==> src/hw/tank_game_pkg.sv <==
`default_nettype none

package tank_game_pkg;

	// screen coordinate, wide enough for an 800 x 525 raster
	typedef logic [9:0] coord_t;

	// 4:4:4 rgb, red in the top nibble
	typedef logic [11:0] color_t;

	// bullet slots per shooter
	localparam int N_SLOTS    = 3;
	localparam int N_MONSTERS = 5;

	// tank row and horizontal travel
	localparam coord_t TANK_Y       = 10'd450;
	localparam coord_t TANK_X_RESET = 10'd450;
	localparam coord_t TANK_STEP    = 10'd2;
	// wrap limits, both even so the tank x stays even
	localparam coord_t X_MIN = 10'd150;
	localparam coord_t X_MAX = 10'd800;

	// all monsters share one row
	localparam coord_t MONSTER_Y = 10'd100;

	// retirement rows for upward and downward bullets
	localparam coord_t TANK_BULLET_TOP       = 10'd33;
	localparam coord_t MONSTER_BULLET_BOTTOM = 10'd514;

	// sprite extents in pixels
	// head sits on top of the body, body starts at the tank row
	localparam int TANK_HEAD_H  = 5;
	localparam int TANK_HEAD_HW = 2;
	localparam int TANK_BODY_H  = 10;
	localparam int TANK_BODY_HW = 10;
	localparam int MONSTER_HH   = 5;
	localparam int MONSTER_HW   = 10;
	localparam int BULLET_R     = 1;

	// palette
	localparam color_t BLACK = 12'h000;
	localparam color_t GREEN = 12'h0f0;
	localparam color_t BLUE  = 12'h00f;
	localparam color_t RED   = 12'hf00;

	// per monster: column, then the slot 0 rows that trigger slots 1 and 2
	localparam coord_t MONSTER_X [N_MONSTERS] =
		'{10'd250, 10'd350, 10'd450, 10'd550, 10'd650};
	localparam coord_t MONSTER_TRIG_1 [N_MONSTERS] =
		'{10'd250, 10'd180, 10'd250, 10'd200, 10'd260};
	localparam coord_t MONSTER_TRIG_2 [N_MONSTERS] =
		'{10'd450, 10'd380, 10'd450, 10'd400, 10'd460};

endpackage

`default_nettype wire

==> src/hw/block_controller.sv <==
`timescale 1ns/1ps
`default_nettype none

module block_controller (
	input  logic clk,
	input  logic rst,
	// high inside the visible area
	input  logic bright,
	// move levels, sampled every cycle
	input  logic left,
	input  logic right,
	// fire button, acts on its rising edge
	input  logic fire,
	// current pixel from the sync generator
	input  tank_game_pkg::coord_t hcount,
	input  tank_game_pkg::coord_t vcount,
	output tank_game_pkg::color_t rgb
);

	// tank state toward the renderer
	tank_game_pkg::coord_t tank_x;
	tank_game_pkg::coord_t [tank_game_pkg::N_SLOTS-1:0] tank_bullet_x;
	tank_game_pkg::coord_t [tank_game_pkg::N_SLOTS-1:0] tank_bullet_y;

	// one row of slots per monster
	tank_game_pkg::coord_t [tank_game_pkg::N_MONSTERS-1:0][tank_game_pkg::N_SLOTS-1:0]
		monster_bullet_y;

	// player tank and its three bullets
	tank_ctrl tank_i (
		.clk           (clk),
		.rst           (rst),
		.left          (left),
		.right         (right),
		.fire          (fire),
		.tank_x        (tank_x),
		.tank_bullet_x (tank_bullet_x),
		.tank_bullet_y (tank_bullet_y)
	);

	// one gun per monster, cadence taken from the monster table
	for (genvar m = 0; m < tank_game_pkg::N_MONSTERS; m++) begin : g_monster
		monster_gun #(
			.TRIG_1 (tank_game_pkg::MONSTER_TRIG_1[m]),
			.TRIG_2 (tank_game_pkg::MONSTER_TRIG_2[m])
		) gun_i (
			.clk      (clk),
			.rst      (rst),
			.bullet_y (monster_bullet_y[m])
		);
	end

	// colour of the current pixel, no pipeline
	sprite_render render_i (
		.bright           (bright),
		.hcount           (hcount),
		.vcount           (vcount),
		.tank_x           (tank_x),
		.tank_bullet_x    (tank_bullet_x),
		.tank_bullet_y    (tank_bullet_y),
		.monster_bullet_y (monster_bullet_y),
		.rgb              (rgb)
	);

endmodule

`default_nettype wire

==> src/hw/monster_gun.sv <==
`timescale 1ns/1ps
`default_nettype none

module monster_gun #(
	// slot 0 rows at which slots 1 and 2 may fire
	parameter tank_game_pkg::coord_t TRIG_1 = 10'd250,
	parameter tank_game_pkg::coord_t TRIG_2 = 10'd450
) (
	input  logic clk,
	input  logic rst,
	output tank_game_pkg::coord_t [tank_game_pkg::N_SLOTS-1:0] bullet_y
);

	// slot state, bit set while the bullet falls
	logic [tank_game_pkg::N_SLOTS-1:0] alive;
	// at most one slot launches per cycle
	logic [tank_game_pkg::N_SLOTS-1:0] launch;
	// falling slots at or past the bottom row
	logic [tank_game_pkg::N_SLOTS-1:0] retire;

	// cadence comes from where slot 0 is
	// slot 0 refires as soon as it is back home
	always_comb begin
		launch = '0;
		if (!alive[0]) begin
			launch[0] = 1'b1;
		end else if (!alive[1] && (bullet_y[0] == TRIG_1)) begin
			launch[1] = 1'b1;
		end else if (!alive[2] && (bullet_y[0] == TRIG_2)) begin
			launch[2] = 1'b1;
		end
	end

	always_comb begin
		for (int i = 0; i < tank_game_pkg::N_SLOTS; i++) begin
			retire[i] = alive[i] &&
				(bullet_y[i] >= tank_game_pkg::MONSTER_BULLET_BOTTOM);
		end
	end

	always_ff @(posedge clk or posedge rst) begin
		if (rst) begin
			alive <= '0;
			for (int i = 0; i < tank_game_pkg::N_SLOTS; i++) begin
				bullet_y[i] <= tank_game_pkg::MONSTER_Y;
			end
		end else begin
			alive <= (alive | launch) & ~retire;
			for (int i = 0; i < tank_game_pkg::N_SLOTS; i++) begin
				if (alive[i]) begin
					// one row down per cycle
					bullet_y[i] <= bullet_y[i] + 1'b1;
				end else begin
					// parked on the monster until launched
					bullet_y[i] <= tank_game_pkg::MONSTER_Y;
				end
			end
		end
	end

endmodule

`default_nettype wire

==> src/hw/sprite_render.sv <==
`timescale 1ns/1ps
`default_nettype none

module sprite_render (
	input  logic bright,
	input  tank_game_pkg::coord_t hcount,
	input  tank_game_pkg::coord_t vcount,
	input  tank_game_pkg::coord_t tank_x,
	input  tank_game_pkg::coord_t [tank_game_pkg::N_SLOTS-1:0] tank_bullet_x,
	input  tank_game_pkg::coord_t [tank_game_pkg::N_SLOTS-1:0] tank_bullet_y,
	input  tank_game_pkg::coord_t [tank_game_pkg::N_MONSTERS-1:0][tank_game_pkg::N_SLOTS-1:0]
		monster_bullet_y,
	output tank_game_pkg::color_t rgb
);

	// pixel over any tank bullet
	logic hit_tank_bullet;
	logic hit_tank_head;
	logic hit_tank_body;
	// pixel over any monster body
	logic hit_monster;
	// pixel over any of the 15 monster bullets
	logic hit_monster_bullet;

	// true when c+lo <= p <= c+hi, bounds inclusive
	// signed int math so offsets below zero never wrap
	function automatic logic in_span(
		input tank_game_pkg::coord_t p,
		input tank_game_pkg::coord_t c,
		input int lo,
		input int hi
	);
		return (int'(p) >= int'(c) + lo) && (int'(p) <= int'(c) + hi);
	endfunction

	// tank, head rows sit just above the body
	assign hit_tank_head =
		in_span(vcount, tank_game_pkg::TANK_Y, -tank_game_pkg::TANK_HEAD_H, -1) &&
		in_span(hcount, tank_x, -tank_game_pkg::TANK_HEAD_HW, tank_game_pkg::TANK_HEAD_HW);
	assign hit_tank_body =
		in_span(vcount, tank_game_pkg::TANK_Y, 0, tank_game_pkg::TANK_BODY_H) &&
		in_span(hcount, tank_x, -tank_game_pkg::TANK_BODY_HW, tank_game_pkg::TANK_BODY_HW);

	// tank bullets, 3x3 squares
	always_comb begin
		hit_tank_bullet = 1'b0;
		for (int s = 0; s < tank_game_pkg::N_SLOTS; s++) begin
			if (in_span(hcount, tank_bullet_x[s], -tank_game_pkg::BULLET_R,
					tank_game_pkg::BULLET_R) &&
				in_span(vcount, tank_bullet_y[s], -tank_game_pkg::BULLET_R,
					tank_game_pkg::BULLET_R)) begin
				hit_tank_bullet = 1'b1;
			end
		end
	end

	// monsters and their bullets
	// monster columns are fixed, bullets fall straight down the same column
	always_comb begin
		hit_monster        = 1'b0;
		hit_monster_bullet = 1'b0;
		for (int m = 0; m < tank_game_pkg::N_MONSTERS; m++) begin
			if (in_span(hcount, tank_game_pkg::MONSTER_X[m], -tank_game_pkg::MONSTER_HW,
					tank_game_pkg::MONSTER_HW) &&
				in_span(vcount, tank_game_pkg::MONSTER_Y, -tank_game_pkg::MONSTER_HH,
					tank_game_pkg::MONSTER_HH)) begin
				hit_monster = 1'b1;
			end
			for (int s = 0; s < tank_game_pkg::N_SLOTS; s++) begin
				if (in_span(hcount, tank_game_pkg::MONSTER_X[m], -tank_game_pkg::BULLET_R,
						tank_game_pkg::BULLET_R) &&
					in_span(vcount, monster_bullet_y[m][s], -tank_game_pkg::BULLET_R,
						tank_game_pkg::BULLET_R)) begin
					hit_monster_bullet = 1'b1;
				end
			end
		end
	end

	// priority: blanking, tank bullets, tank, monster side, background
	always_comb begin
		if (!bright) begin
			rgb = tank_game_pkg::BLACK;
		end else if (hit_tank_bullet) begin
			rgb = tank_game_pkg::BLUE;
		end else if (hit_tank_head || hit_tank_body) begin
			rgb = tank_game_pkg::GREEN;
		end else if (hit_monster || hit_monster_bullet) begin
			rgb = tank_game_pkg::RED;
		end else begin
			rgb = tank_game_pkg::BLACK;
		end
	end

endmodule

`default_nettype wire

==> src/hw/tank_ctrl.sv <==
`timescale 1ns/1ps
`default_nettype none

module tank_ctrl (
	input  logic clk,
	input  logic rst,
	input  logic left,
	input  logic right,
	input  logic fire,
	output tank_game_pkg::coord_t tank_x,
	output tank_game_pkg::coord_t [tank_game_pkg::N_SLOTS-1:0] tank_bullet_x,
	output tank_game_pkg::coord_t [tank_game_pkg::N_SLOTS-1:0] tank_bullet_y
);

	// fire level seen at the previous edge
	logic fire_q;
	// one cycle high on a fire rising edge
	logic fire_pulse;

	// slot state, bit set while the bullet is in flight
	logic [tank_game_pkg::N_SLOTS-1:0] alive;
	logic [tank_game_pkg::N_SLOTS-1:0] free;
	// one-hot, lowest free slot when fire is pressed
	logic [tank_game_pkg::N_SLOTS-1:0] launch;
	// in-flight slots that reached the top this cycle
	logic [tank_game_pkg::N_SLOTS-1:0] retire;

	// tank x after this edge
	tank_game_pkg::coord_t x_next;

	// rising edge detect, no debounce
	assign fire_pulse = fire & ~fire_q;

	assign free = ~alive;

	// isolate the lowest set bit of free
	// all zero when every slot is busy, so the press is simply lost
	assign launch = fire_pulse ? (free & (~free + 1'b1)) : '0;

	always_comb begin
		for (int i = 0; i < tank_game_pkg::N_SLOTS; i++) begin
			retire[i] = alive[i] && (tank_bullet_y[i] <= tank_game_pkg::TANK_BULLET_TOP);
		end
	end

	// movement, fire pulse has priority over right, right over left
	// a pulse that finds no free slot still blocks the move
	always_comb begin
		x_next = tank_x;
		if (!fire_pulse) begin
			if (right) begin
				// wrap from the right edge back to the left edge
				if (tank_x == tank_game_pkg::X_MAX) begin
					x_next = tank_game_pkg::X_MIN;
				end else begin
					x_next = tank_x + tank_game_pkg::TANK_STEP;
				end
			end else if (left) begin
				if (tank_x == tank_game_pkg::X_MIN) begin
					x_next = tank_game_pkg::X_MAX;
				end else begin
					x_next = tank_x - tank_game_pkg::TANK_STEP;
				end
			end
		end
	end

	always_ff @(posedge clk or posedge rst) begin
		if (rst) begin
			tank_x <= tank_game_pkg::TANK_X_RESET;
			fire_q <= 1'b0;
			alive  <= '0;
			// idle bullets park on the tank centre
			for (int i = 0; i < tank_game_pkg::N_SLOTS; i++) begin
				tank_bullet_x[i] <= tank_game_pkg::TANK_X_RESET;
				tank_bullet_y[i] <= tank_game_pkg::TANK_Y;
			end
		end else begin
			tank_x <= x_next;
			fire_q <= fire;
			// launch only hits free slots and retire only busy ones
			alive  <= (alive | launch) & ~retire;
			for (int i = 0; i < tank_game_pkg::N_SLOTS; i++) begin
				if (alive[i]) begin
					// in flight, column frozen, one row up per cycle
					tank_bullet_y[i] <= tank_bullet_y[i] - 1'b1;
				end else begin
					// free slot follows the tank so a launch starts at its centre
					tank_bullet_x[i] <= x_next;
					tank_bullet_y[i] <= tank_game_pkg::TANK_Y;
				end
			end
		end
	end

endmodule

`default_nettype wire

==> config.mk <==
export PLATFORM = sky130hd
export DESIGN_NAME = block_controller
export DESIGN_NICKNAME = d
export VERILOG_FILES = /design/src/hw/tank_game_pkg.sv /design/src/hw/block_controller.sv /design/src/hw/monster_gun.sv /design/src/hw/sprite_render.sv /design/src/hw/tank_ctrl.sv
export SDC_FILE = /design/constraint.sdc
export NUM_CORES = 1
export LEC_CHECK = 0
export BUFFER_PORTS_ARGS = -buffer_cell sky130_fd_sc_hd__clkbuf_2
export CORE_AREA = 2 2 223 225
export DETAILED_ROUTE_END_ITERATION = 8
export DIE_AREA = 0 0 225 227
export PLACE_DENSITY = 0.85
export REMOVE_ABC_BUFFERS = 1
export SYNTH_ARGS = -nofsm -noshare
export SYNTH_HDL_FRONTEND = slang
export SYNTH_HIERARCHICAL = 1
export SYNTH_SLANG_ARGS = --single-unit
==> constraint.sdc <==
create_clock -name clk -period 5.9 [get_ports clk]
set_input_delay 0.59 -clock clk [delete_from_list [all_inputs] [get_ports clk]]
set_output_delay 0.59 -clock clk [all_outputs]
set_load 0.02 [all_outputs]
==> results.json, run 1 <==
{
  "ys_top_cells_by_area": "ha_1 (22%), dfrtp_1 (14%), xnor2_1 (7.2%), dfstp_2 (6.6%), xor2_1 (5.5%)",
  "crit_type": "reg2out",
  "rr_startpoint": "tank_i/tank_x[4]",
  "drt_first_pass_iters": 6,
  "path_clk_slew_ns": 0.06,
  "antennaDiodeCount": 0,
  "final_nets": 4025,
  "fp-row-count": 81,
  "yosys.area.top_type": "ha_1",
  "worst_pin_slew_ns": 0.995,
  "die-width_um": 225,
  "cts_resized": 0,
  "finalMaxSlewViolations": 0,
  "grt_most_used_layer": "met2",
  "avgSynthCellArea_um2": 8.27,
  "r2r_cells": 5,
  "start_kind": "flip-flop",
  "netlist_instances": 3510,
  "synth_seq_area_share_pct": 20.9,
  "reg2reg_to": "tank_i/tank_bullet_x[16]",
  "crit_arrival_ns": 4.93,
  "port_buffers": 37,
  "maxSlewHeadroom_pct": 33.1,
  "drcViolationCount": 0,
  "fillers": 4047,
  "max_freq_mhz": 181,
  "clkLatencyLatePin_ns": 0.59,
  "yosysTopAreaCellShare_pct": 22.3,
  "grt.overflow.total": 0,
  "max_cap_viol_count": 0,
  "grt_pass1_wl_um": 120000,
  "multi_input_area_um2": 21700,
  "start_util_pct": 59.8,
  "routabilityCongestion": 0.924,
  "leakage_nw": 12.6,
  "fp.dieArea_um2": 51100,
  "ff_latch_area_um2": 6070,
  "viasPerCell": 6.35,
  "grt_usage_pct": 27.7,
  "hold_violations": 0,
  "cts_buffers": 30,
  "syn_to_final_growth_pct": 6.19,
  "grt_use_met2_pct": 47.6,
  "synth_warnings": 6,
  "finalSetupTns_ns": 0,
  "synthMostInstantiatedCell": "ha_1",
  "rsz0062_at_grt": "no",
  "dp_hpwl_um": 50800,
  "holdBufCountCts": 0,
  "die_height_um": 227,
  "final_layout_size_suffix_gt1_share_pct": 6.96,
  "placed_cells": 4073,
  "worstSetupEndpointType": "output port",
  "vias": 26200,
  "synth_flop_cell": "dfrtp_1",
  "r2r_slack_ns": 3.16,
  "setup_viol": 0,
  "wl_per_cell_um": 17.3,
  "worstSetupEndpoint": "rgb[10]",
  "crit_path_max_fanout": 11,
  "power_density_nw_per_um2": 259,
  "cts_tree": "done",
  "ir_drop_mv": 0.456,
  "use_met1_pct": 36.6,
  "synth_edf_count": 0,
  "skew_ns": 0.0193,
  "finalCritPeriodShare_pct": 93.6,
  "grt_pass1_vias": 25000,
  "syn-cell-area_um2": 29000,
  "synth_cell_types": 93,
  "outcome": "completed",
  "cts_buffer_depth": 3,
  "wl_um": 71500,
  "final.min_clock_period_ns": 5.52,
  "io_pins": 38,
  "synth-seq-cells": 239,
  "numClockSinks": 239,
  "synthArstFlopShare_pct": 100,
  "drt-initial-drc-count": 2109,
  "hold_path_class": "in2reg",
  "core_um2": 48500,
  "fin_cells": 4129,
  "synthTopCellsByCount": "ha_1 (516), nand2_1 (266), nand3_1 (245), nor2_1 (239), xnor2_1 (237)",
  "cp-startpoint": "g_monster[4].gun_i/bullet_y[4]",
  "met3_usage_pct": 2.85,
  "cts_root_buf": "clkbuf_16",
  "grt_max_degree": 75,
  "ant_nets": 0,
  "htreeDepth": 1,
  "antenna_found_initial": 0,
  "required_ns": 5.31,
  "post_cts_buffers": 0
}
-- metrics by stage --
step	area [um^2]	setup slack, ns	hold slack, ns	power [mW]	utilization [%]
after floorplan	28500	0.782	0.418	4.91	-
after global placement	29700	0.963	0.446	5.67	61.1
after detailed placement	29700	0.893	0.463	5.81	61.1
after CTS	30800	0.253	0.128	7.96	63.5
after global routing	30800	0.127	0.144	8.57	63.5
final	30800	0.378	0.148	7.98	63.5
-- critical path, stage by stage, from the launching register on --
cell,delay [ns]
dfrtp_1,0.51
or4_4,0.53
or3_1,0.33
or4_1,0.46
xor2_1,0.18
ha_1,0.19
a2111oi_0,0.06
o21ai_0,0.09
a41oi_1,0.07
o32a_1,0.37
o41ai_2,0.38
a2111oi_2,0.16
a2111oi_2,0.71
clkbuf_2,0.29
-- worst min-delay path by stage --
stage / startpoint / endpoint / slack (ns) / depth (start not counted)
detailed placement: g_monster[4].gun_i/alive[2] / g_monster[4].gun_i/bullet_y[22] / 0.46 / 1
global route: fire / tank_i/fire_q / 0.14 / 1
floorplan: g_monster[4].gun_i/alive[2] / g_monster[4].gun_i/bullet_y[22] / 0.42 / 1
finish: fire / tank_i/fire_q / 0.15 / 1
global placement: g_monster[4].gun_i/alive[2] / g_monster[4].gun_i/bullet_y[22] / 0.45 / 1
CTS: fire / tank_i/fire_q / 0.13 / 1
-- where the power goes --
part	total [mW]	switching, mW	internal [mW]
Sequential	2.60	0.673	1.92
Clock	2.10	0.794	1.31
Combinational	3.28	1.75	1.53
-- cell type report --
cell class,instances,area share (%)
inverters,182,2.22
clock buffers,34,2.65
flip-flops and latches,239,19.7
well taps,622,2.53
repair buffers,64,1.26
clock inverters,22,1.06
multi-input cells,2966,70.6
-- cell usage in the layout, fill, tap and decap left out, types with 37 or more instances in the layout --
master	Yosys	routed
dfstp_2	73	73
inv_1	180	179
nand2_1	266	266
a21oi_1	149	149
xnor2_1	237	237
nand4_1	63	63
nand2b_1	52	52
and3_1	48	48
a21o_1	61	61
a31oi_1	44	44
xor2_1	182	182
nor2_1	239	239
clkbuf_2	3	37
nand3b_1	37	37
nor2b_1	53	53
or3_1	49	49
nor3_1	127	127
o21ai_0	133	133
ha_1	516	516
nor4_1	74	74
nand3_1	245	245
dfrtp_1	166	166
-- sequential cells by signal (all words and copies together) (netlist names) --
| signal | flops |
|---|---|
| g_monster.gun_i/bullet_y | 150 |
| tank_i/tank_bullet_x | 30 |
| tank_i/tank_bullet_y | 30 |
| g_monster.gun_i/alive | 15 |
| tank_i/tank_x | 10 |
| tank_i/alive | 3 |
| tank_i/fire_q | 1 |
-- cell families (layout without fill, tap and decap cells) --
kind of cell / count (synthesis) / count (layout) / synth area share (%)
simple gates: 1387 / 1387 / 25.0
compound gates: 611 / 611 / 13.8
mux: 33 / 33 / 1.25
fa+ha+maj: 516 / 516 / 22.3
xor+xnor: 419 / 419 / 12.6
flops: 239 / 239 / 20.9
buf+inv: 305 / 302 / 4.14
-- layer usage --
layer / wire, um / share of wire [%]
met1: 31700 / 44
met3: 4480 / 6.3
met2: 33500 / 47
met5: 0 / 0
met4: 1830 / 2.6
(Power assumes the default switching activity.)
==> run 2, diff against run 1 <==
--- a/config.mk
+++ b/config.mk
@@ -5,10 +5,11 @@
 export SDC_FILE = /design/constraint.sdc
 export NUM_CORES = 1
 export LEC_CHECK = 0
+export ABC_AREA = 1
 export BUFFER_PORTS_ARGS = -buffer_cell sky130_fd_sc_hd__clkbuf_2
-export CORE_AREA = 2 2 223 225
+export CORE_AREA = 2 2 231 233
 export DETAILED_ROUTE_END_ITERATION = 8
-export DIE_AREA = 0 0 225 227
+export DIE_AREA = 0 0 233 235
 export PLACE_DENSITY = 0.85
 export REMOVE_ABC_BUFFERS = 1
 export SYNTH_ARGS = -nofsm -noshare
==> constraint.sdc (replaced) <==
create_clock -name clk -period 7.1 [get_ports clk]
set_input_delay 0.71 -clock clk [delete_from_list [all_inputs] [get_ports clk]]
set_output_delay 0.71 -clock clk [all_outputs]
set_load 0.02 [all_outputs]
==> results.json, run 2 <==
{
  "start_kind": "flip-flop",
  "avgSynthCellArea_um2": 6.83,
  "crit_path_max_fanout": 11,
  "synthArstFlopShare_pct": 100,
  "timing.final.ws_setup_ns": 2.20,
  "yosys.area.top_type": "ha_1",
  "cts_root_buf": "clkbuf_16",
  "ys_top_cells_by_area": "ha_1 (21%), nand2_1 (14%), dfrtp_1 (13%), xor2_1 (7.6%), inv_1 (6.7%)",
  "synthTopCellsByCount": "nand2_1 (1143), inv_1 (552), ha_1 (516), nor2_1 (482), nand3_1 (300)",
  "viasPerCell": 5.52,
  "fp-row-count": 84,
  "wl_per_cell_um": 14.1,
  "start_util_pct": 59.4,
  "max_freq_mhz": 204,
  "synth_seq_area_share_pct": 19.6,
  "vias": 29000,
  "holdBufCountCts": 0,
  "rsz0062_at_grt": "no",
  "grt_max_degree": 75,
  "grt_pass1_wl_um": 125000,
  "die-width_um": 233,
  "die_height_um": 235,
  "final_common_cell": "nand2_1",
  "worst_hold_startpoint": "fire",
  "max_cap_viol_count": 0,
  "hold_violations": 0,
  "cts_resized": 0,
  "ant_nets": 0,
  "dp_hpwl_um": 54000,
  "cts_buffer_depth": 3,
  "skew_ns": 0.0182,
  "crit_type": "reg2out",
  "fp.dieArea_um2": 54800,
  "synth_warnings": 6,
  "worst_pin_slew_ns": 0.969,
  "pre_cts_slack_ns": 2.74,
  "syn_to_final_growth_pct": 5.39,
  "placed_cells": 5195,
  "port_buffers": 37,
  "final_layout_size_suffix_gt1_share_pct": 7.43,
  "cp-startpoint": "g_monster[3].gun_i/bullet_y[10]",
  "drt-initial-drc-count": 2185,
  "path_clk_slew_ns": 0.06,
  "grt.overflow.total": 0,
  "finalMaxSlewViolations": 0,
  "hold_path_class": "in2reg",
  "required_ns": 6.39,
  "final_nets": 5080,
  "rr_startpoint": "tank_i/tank_x[1]",
  "layout_common_cells": "nand2_1 (1143), inv_1 (551), ha_1 (516)",
  "largest_reg_flops": 150,
  "synth_cell_types": 60,
  "drcViolationCount": 0,
  "multi_input_area_um2": 22300,
  "netlist_instances": 4547,
  "synth_flop_cell": "dfrtp_1",
  "yosysTopAreaCellShare_pct": 20.8,
  "synth-seq-cells": 239,
  "synthMostInstantiatedCell": "nand2_1",
  "post_cts_buffers": 0,
  "synth_edf_count": 0,
  "syn-cell-area_um2": 31000,
  "power_density_nw_per_um2": 189,
  "fillers": 4595,
  "io_pins": 38,
  "ff_latch_area_um2": 6070,
  "routabilityCongestion": 0.918,
  "outcome": "completed",
  "clkLatencyLatePin_ns": 0.60,
  "final.min_clock_period_ns": 4.90,
  "ir_drop_mv": 0.192,
  "numClockSinks": 239,
  "finalSetupTns_ns": 0,
  "drt_first_pass_iters": 5,
  "crit_arrival_ns": 4.19,
  "setup_viol": 0,
  "htreeDepth": 1,
  "wl_um": 73900,
  "finalCritPeriodShare_pct": 69.1,
  "leakage_nw": 16.2,
  "antenna_found_initial": 0,
  "maxSlewHeadroom_pct": 35.4,
  "grt_pass1_vias": 27000,
  "top_regs": "g_monster.gun_i/bullet_y: 150 flops, tank_i/tank_bullet_x: 30 flops, tank_i/tank_bullet_y: 30 flops",
  "cts_buffers": 29,
  "cts_tree": "done",
  "antennaDiodeCount": 0,
  "r2r_slack_ns": 4.98,
  "worstSetupEndpointType": "output port",
  "regMostFlops": "g_monster.gun_i/bullet_y",
  "grt_usage_pct": 26.8,
  "fin_cells": 5249,
  "core_um2": 52200
}
-- run 2: cell count changes in the layout (fill, tap and decap cells not counted), moves of 57 or more --
| cell | previous run | this run |
|---|---|---|
| nand2_1 | 266 | 1143 |
| inv_1 | 179 | 551 |
| nor2_1 | 239 | 482 |
| xnor2_1 | 237 | 87 |
| a21oi_1 | 149 | 241 |
| xor2_1 | 182 | 268 |
| nor4_1 | 74 | 17 |
-- run 2: logic make-up (layout without fill, tap and decap cells) --
| kind of cell | after synthesis | count (layout) | share of synthesized area [%] |
|---|---|---|---|
| fa+ha+maj | 516 | 516 | 20.8 |
| buf+inv | 661 | 675 | 8.50 |
| xor+xnor | 355 | 355 | 10.0 |
| flops | 239 | 239 | 19.6 |
| simple gates | 2326 | 2326 | 33.2 |
| mux | 1 | 1 | 0.0323 |
| compound gates | 449 | 449 | 7.93 |
-- run 2: stage by stage --
step                total power, mW  utilization, %  hold WS, ns  area, um^2
finish                         6.19            62.6        0.237       32700
global route                   6.73            62.6        0.220       32700
CTS                            6.19            62.6        0.215       32700
detailed placement             4.59            60.7        0.443       31700
global placement               4.48            60.7        0.441       31700
floorplan                      3.92               -        0.398       30500
-- run 2: path summary, 6_finish.rpt --
kind / depth (start not counted) / to
min reg2reg: 0 / tank_i/tank_x[0]
max reg2reg: 10 / tank_i/tank_bullet_x[29]
min in group asynchronous: 2 / g_monster[0].gun_i/bullet_y[20]
max: 18 / rgb[8]
min: 1 / tank_i/fire_q
max in group asynchronous: 3 / tank_i/tank_bullet_y[29]
-- run 2: cell type report --
class	instances	share of cell area, %
Clock inverter	17	0.612
Inverter	568	6.54
Timing Repair Buffer	53	0.933
Sequential cell	239	18.6
Clock buffer	37	2.46
Tap cell	688	2.63
Multi-Input combinational cell	3647	68.3
-- run 2: metal layers --
layer / track usage [%] / vias to the layer above / wire length, um
li1: - / 14800 / -
met1: 36.0 / 13300 / 33900
met2: 44.9 / 724 / 34000
met3: 3.42 / 151 / 4010
met4: 7.33 / 0 / 1920
met5: 0 / - / 0
-- run 2: power breakdown --
group	leakage [nW]	internal [mW]	switching [mW]	total, mW
Clock	0.486	0.918	0.649	1.57
Sequential	2.93	1.58	0.409	1.99
Combinational	12.8	1.07	1.57	2.64
Total	16.2	3.56	2.63	6.19
-- run 2: critical path: stages (launching register included) --
cell and delay [ns]:
dfrtp_1 0.59, inv_1 0.14, nor3_1 0.31, nand3_1 0.18
nor3_1 0.35, nand3_1 0.15, xor2_1 0.18, ha_1 0.31
nand4_1 0.08, nor3_1 0.19, a31oi_1 0.07, nand2_1 0.08
nand2_1 0.10, nand3_1 0.12, nand2_1 0.05, nand3_1 0.09
nor2_1 0.07, nor2_1 0.27, clkbuf_2 0.25
==> run 3, diff against run 2 <==
--- a/config.mk
+++ b/config.mk
@@ -5,12 +5,12 @@
 export SDC_FILE = /design/constraint.sdc
 export NUM_CORES = 1
 export LEC_CHECK = 0
-export ABC_AREA = 1
+export ABC_AREA = 0
 export BUFFER_PORTS_ARGS = -buffer_cell sky130_fd_sc_hd__clkbuf_2
-export CORE_AREA = 2 2 231 233
+export CORE_AREA = 2 2 223 225
 export DETAILED_ROUTE_END_ITERATION = 8
-export DIE_AREA = 0 0 233 235
-export PLACE_DENSITY = 0.85
+export DIE_AREA = 0 0 225 227
+export PLACE_DENSITY = 0.88
 export REMOVE_ABC_BUFFERS = 1
 export SYNTH_ARGS = -nofsm -noshare
 export SYNTH_HDL_FRONTEND = slang
==> constraint.sdc (replaced) <==
create_clock -name clk -period 4.2 [get_ports clk]
set_input_delay 0.42 -clock clk [delete_from_list [all_inputs] [get_ports clk]]
set_output_delay 0.42 -clock clk [all_outputs]
set_load 0.02 [all_outputs]
==> results.json, run 3 (same netlist as run 1, synthesis figures left out) <==
{
  "maxSlewHeadroom_pct": 32.0,
  "final_nets": 4171,
  "finalMaxSlewViolations": 0,
  "top_regs": "g_monster.gun_i/bullet_y: 150 flops, tank_i/tank_bullet_x: 30 flops, tank_i/tank_bullet_y: 30 flops",
  "grt_pass1_vias": 25700,
  "max_stage_delay_ns": 0.53,
  "grt.overflow.total": 0,
  "placed_area_um2": 30800,
  "fp.dieArea_um2": 51100,
  "grt_usage_pct": 29.1,
  "syn_to_final_growth_pct": 10.5,
  "die_height_um": 227,
  "power_mw": 11.3,
  "rsz0062_at_grt": "yes",
  "outcome": "complete, but fails checks",
  "setup_viol": 12,
  "crit_path_max_fanout": 4,
  "grt_pass1_wl_um": 125000,
  "required_ns": 3.78,
  "skew_ns": 0.00902,
  "port_buffers": 37,
  "cts_buffer_depth": 3,
  "crit_arrival_ns": 4.37,
  "die-width_um": 225,
  "placed_cells": 4217,
  "crit_chain": "or4_4 -> or3_4 -> or4_4 -> xor2_2 -> ha_2 -> a21oi_1 -> o32a_1 -> o41ai_4 -> a2111oi_4 -> a2111oi_2 -> buf_4 -> clkbuf_8",
  "power_density_nw_per_um2": 353,
  "fp-row-count": 81,
  "worstSetupEndpointType": "output port",
  "max_cap_viol_count": 0,
  "viasPerCell": 6.38,
  "hold_violations": 0,
  "cts_buffers": 31,
  "wl_um": 76000,
  "wl_per_cell_um": 17.8,
  "routabilityCongestion": 0.926,
  "final_layout_size_suffix_gt1_share_pct": 11.2,
  "antennaDiodeCount": 0,
  "numClockSinks": 239,
  "final.min_clock_period_ns": 4.79,
  "critical-path-top-cell-by-count": "or4_4",
  "leakage_nw": 13.4,
  "final_common_cell": "ha_1",
  "regMostFlops": "g_monster.gun_i/bullet_y",
  "start_util_pct": 59.8,
  "largest_reg_flops": 150,
  "drt-initial-drc-count": 2572,
  "core_um2": 48500,
  "grt_max_degree": 49,
  "drt_first_pass_iters": 5,
  "slowest_stage": "or4_4",
  "cts_tree": "done",
  "hold_path_class": "in2async",
  "drcViolationCount": 0,
  "cts_root_buf": "clkbuf_16",
  "finalCritPeriodShare_pct": 114,
  "failed_checks": "negative setup slack",
  "io_pins": 38,
  "fin_cells": 4275,
  "path_clk_slew_ns": 0.06,
  "layout_common_cells": "ha_1 (515), nand2_1 (266), nand3_1 (243)",
  "start_kind": "flip-flop",
  "ir_drop_mv": 0.407,
  "crit_type": "reg2out",
  "dp_hpwl_um": 54800,
  "worst_pin_slew_ns": 1.02,
  "timing.final.ws_setup_ns": -0.591,
  "clkLatencyLatePin_ns": 0.57,
  "htreeDepth": 1,
  "stdcell_area_um2": 32100,
  "finalSetupTns_ns": -5.03,
  "antenna_found_initial": 0,
  "vias": 27300,
  "ant_nets": 0,
  "max_freq_mhz": 209
}
run 3: cell count changes in the layout (fill, tap and decap cells not counted), moves of 87 or more:
cell     change
xor2_1      -87
nand2_1    -877
xnor2_1    +150
nor2_1     -244
inv_1      -372
buf_4      +149
a21oi_1     -92
run 3: worst max-delay path, delay by kind of cell, from the launching register on:
| kind | cells | cell delay (ns) |
|---|---|---|
| compound gates | 5 | 1.23 |
| xor+xnor | 1 | 0.16 |
| fa+ha+maj | 1 | 0.33 |
| buf+inv | 2 | 0.39 |
| flops | 1 | 0.37 |
| simple gates | 3 | 1.31 |
run 3: metrics by stage:
stage / utilization, % / hold slack [ns] / setup WS, ns
global route: 66.1 / 0.204 / -0.727
finish: 66.1 / 0.156 / -0.591
global placement: 63.5 / 0.446 / -0.186
floorplan: - / 0.418 / -0.748
detailed placement: 63.5 / 0.470 / -0.180
CTS: 65.9 / 0.142 / -0.687
run 3: repair_timing:
action,in CTS,in global routing
hold buffers,1,0
pin swaps,6,5
hold endpoints to repair,1,0
setup buffers,0,1
setup endpoints to repair,12,12
resized for setup,26,16
run 3: layout make-up:
cell class	instances	area, um^2
Clock buffer	42	897
Clock inverter	15	145
Fill cell	3712	16500
Inverter	182	683
Multi-Input combinational cell	2966	21900
Sequential cell	239	6070
Tap cell	622	778
Timing Repair Buffer	209	1590
run 3: worst paths after layout:
kind                            depth (start not counted)                              end  slack (ns)                      startpoint
worst max-delay path                                   12                           rgb[9]       -0.59  g_monster[4].gun_i/bullet_y[5]
worst min-delay path                                    3  g_monster[4].gun_i/bullet_y[27]        0.16                             rst
worst max register to register                          6         tank_i/tank_bullet_x[16]        1.42                tank_i/tank_x[7]
worst min register to register                          1  g_monster[4].gun_i/bullet_y[22]        0.49     g_monster[4].gun_i/alive[2]
max in group asynchronous                               3                 tank_i/tank_x[7]        2.92                             rst
min in group clk                                        3                 tank_i/tank_x[1]        0.48                            left
run 3: layer usage:
layer / share of wire (%) / routed length (um) / track usage, % / up-vias
li1: - / - / - / 13100
met1: 43 / 32500 / 37.8 / 13000
met2: 47 / 35700 / 50.1 / 1056
met3: 6.6 / 4990 / 3.38 / 224
met4: 3.6 / 2760 / 10.5 / 0
met5: 0 / 0 / 0 / -
run 3: power by group:
part | internal (mW) | leakage, nW | switching, mW
registers | 2.71 | 2.93 | 0.605
logic | 2.36 | 9.95 | 2.98
clock network | 1.61 | 0.516 | 1.07
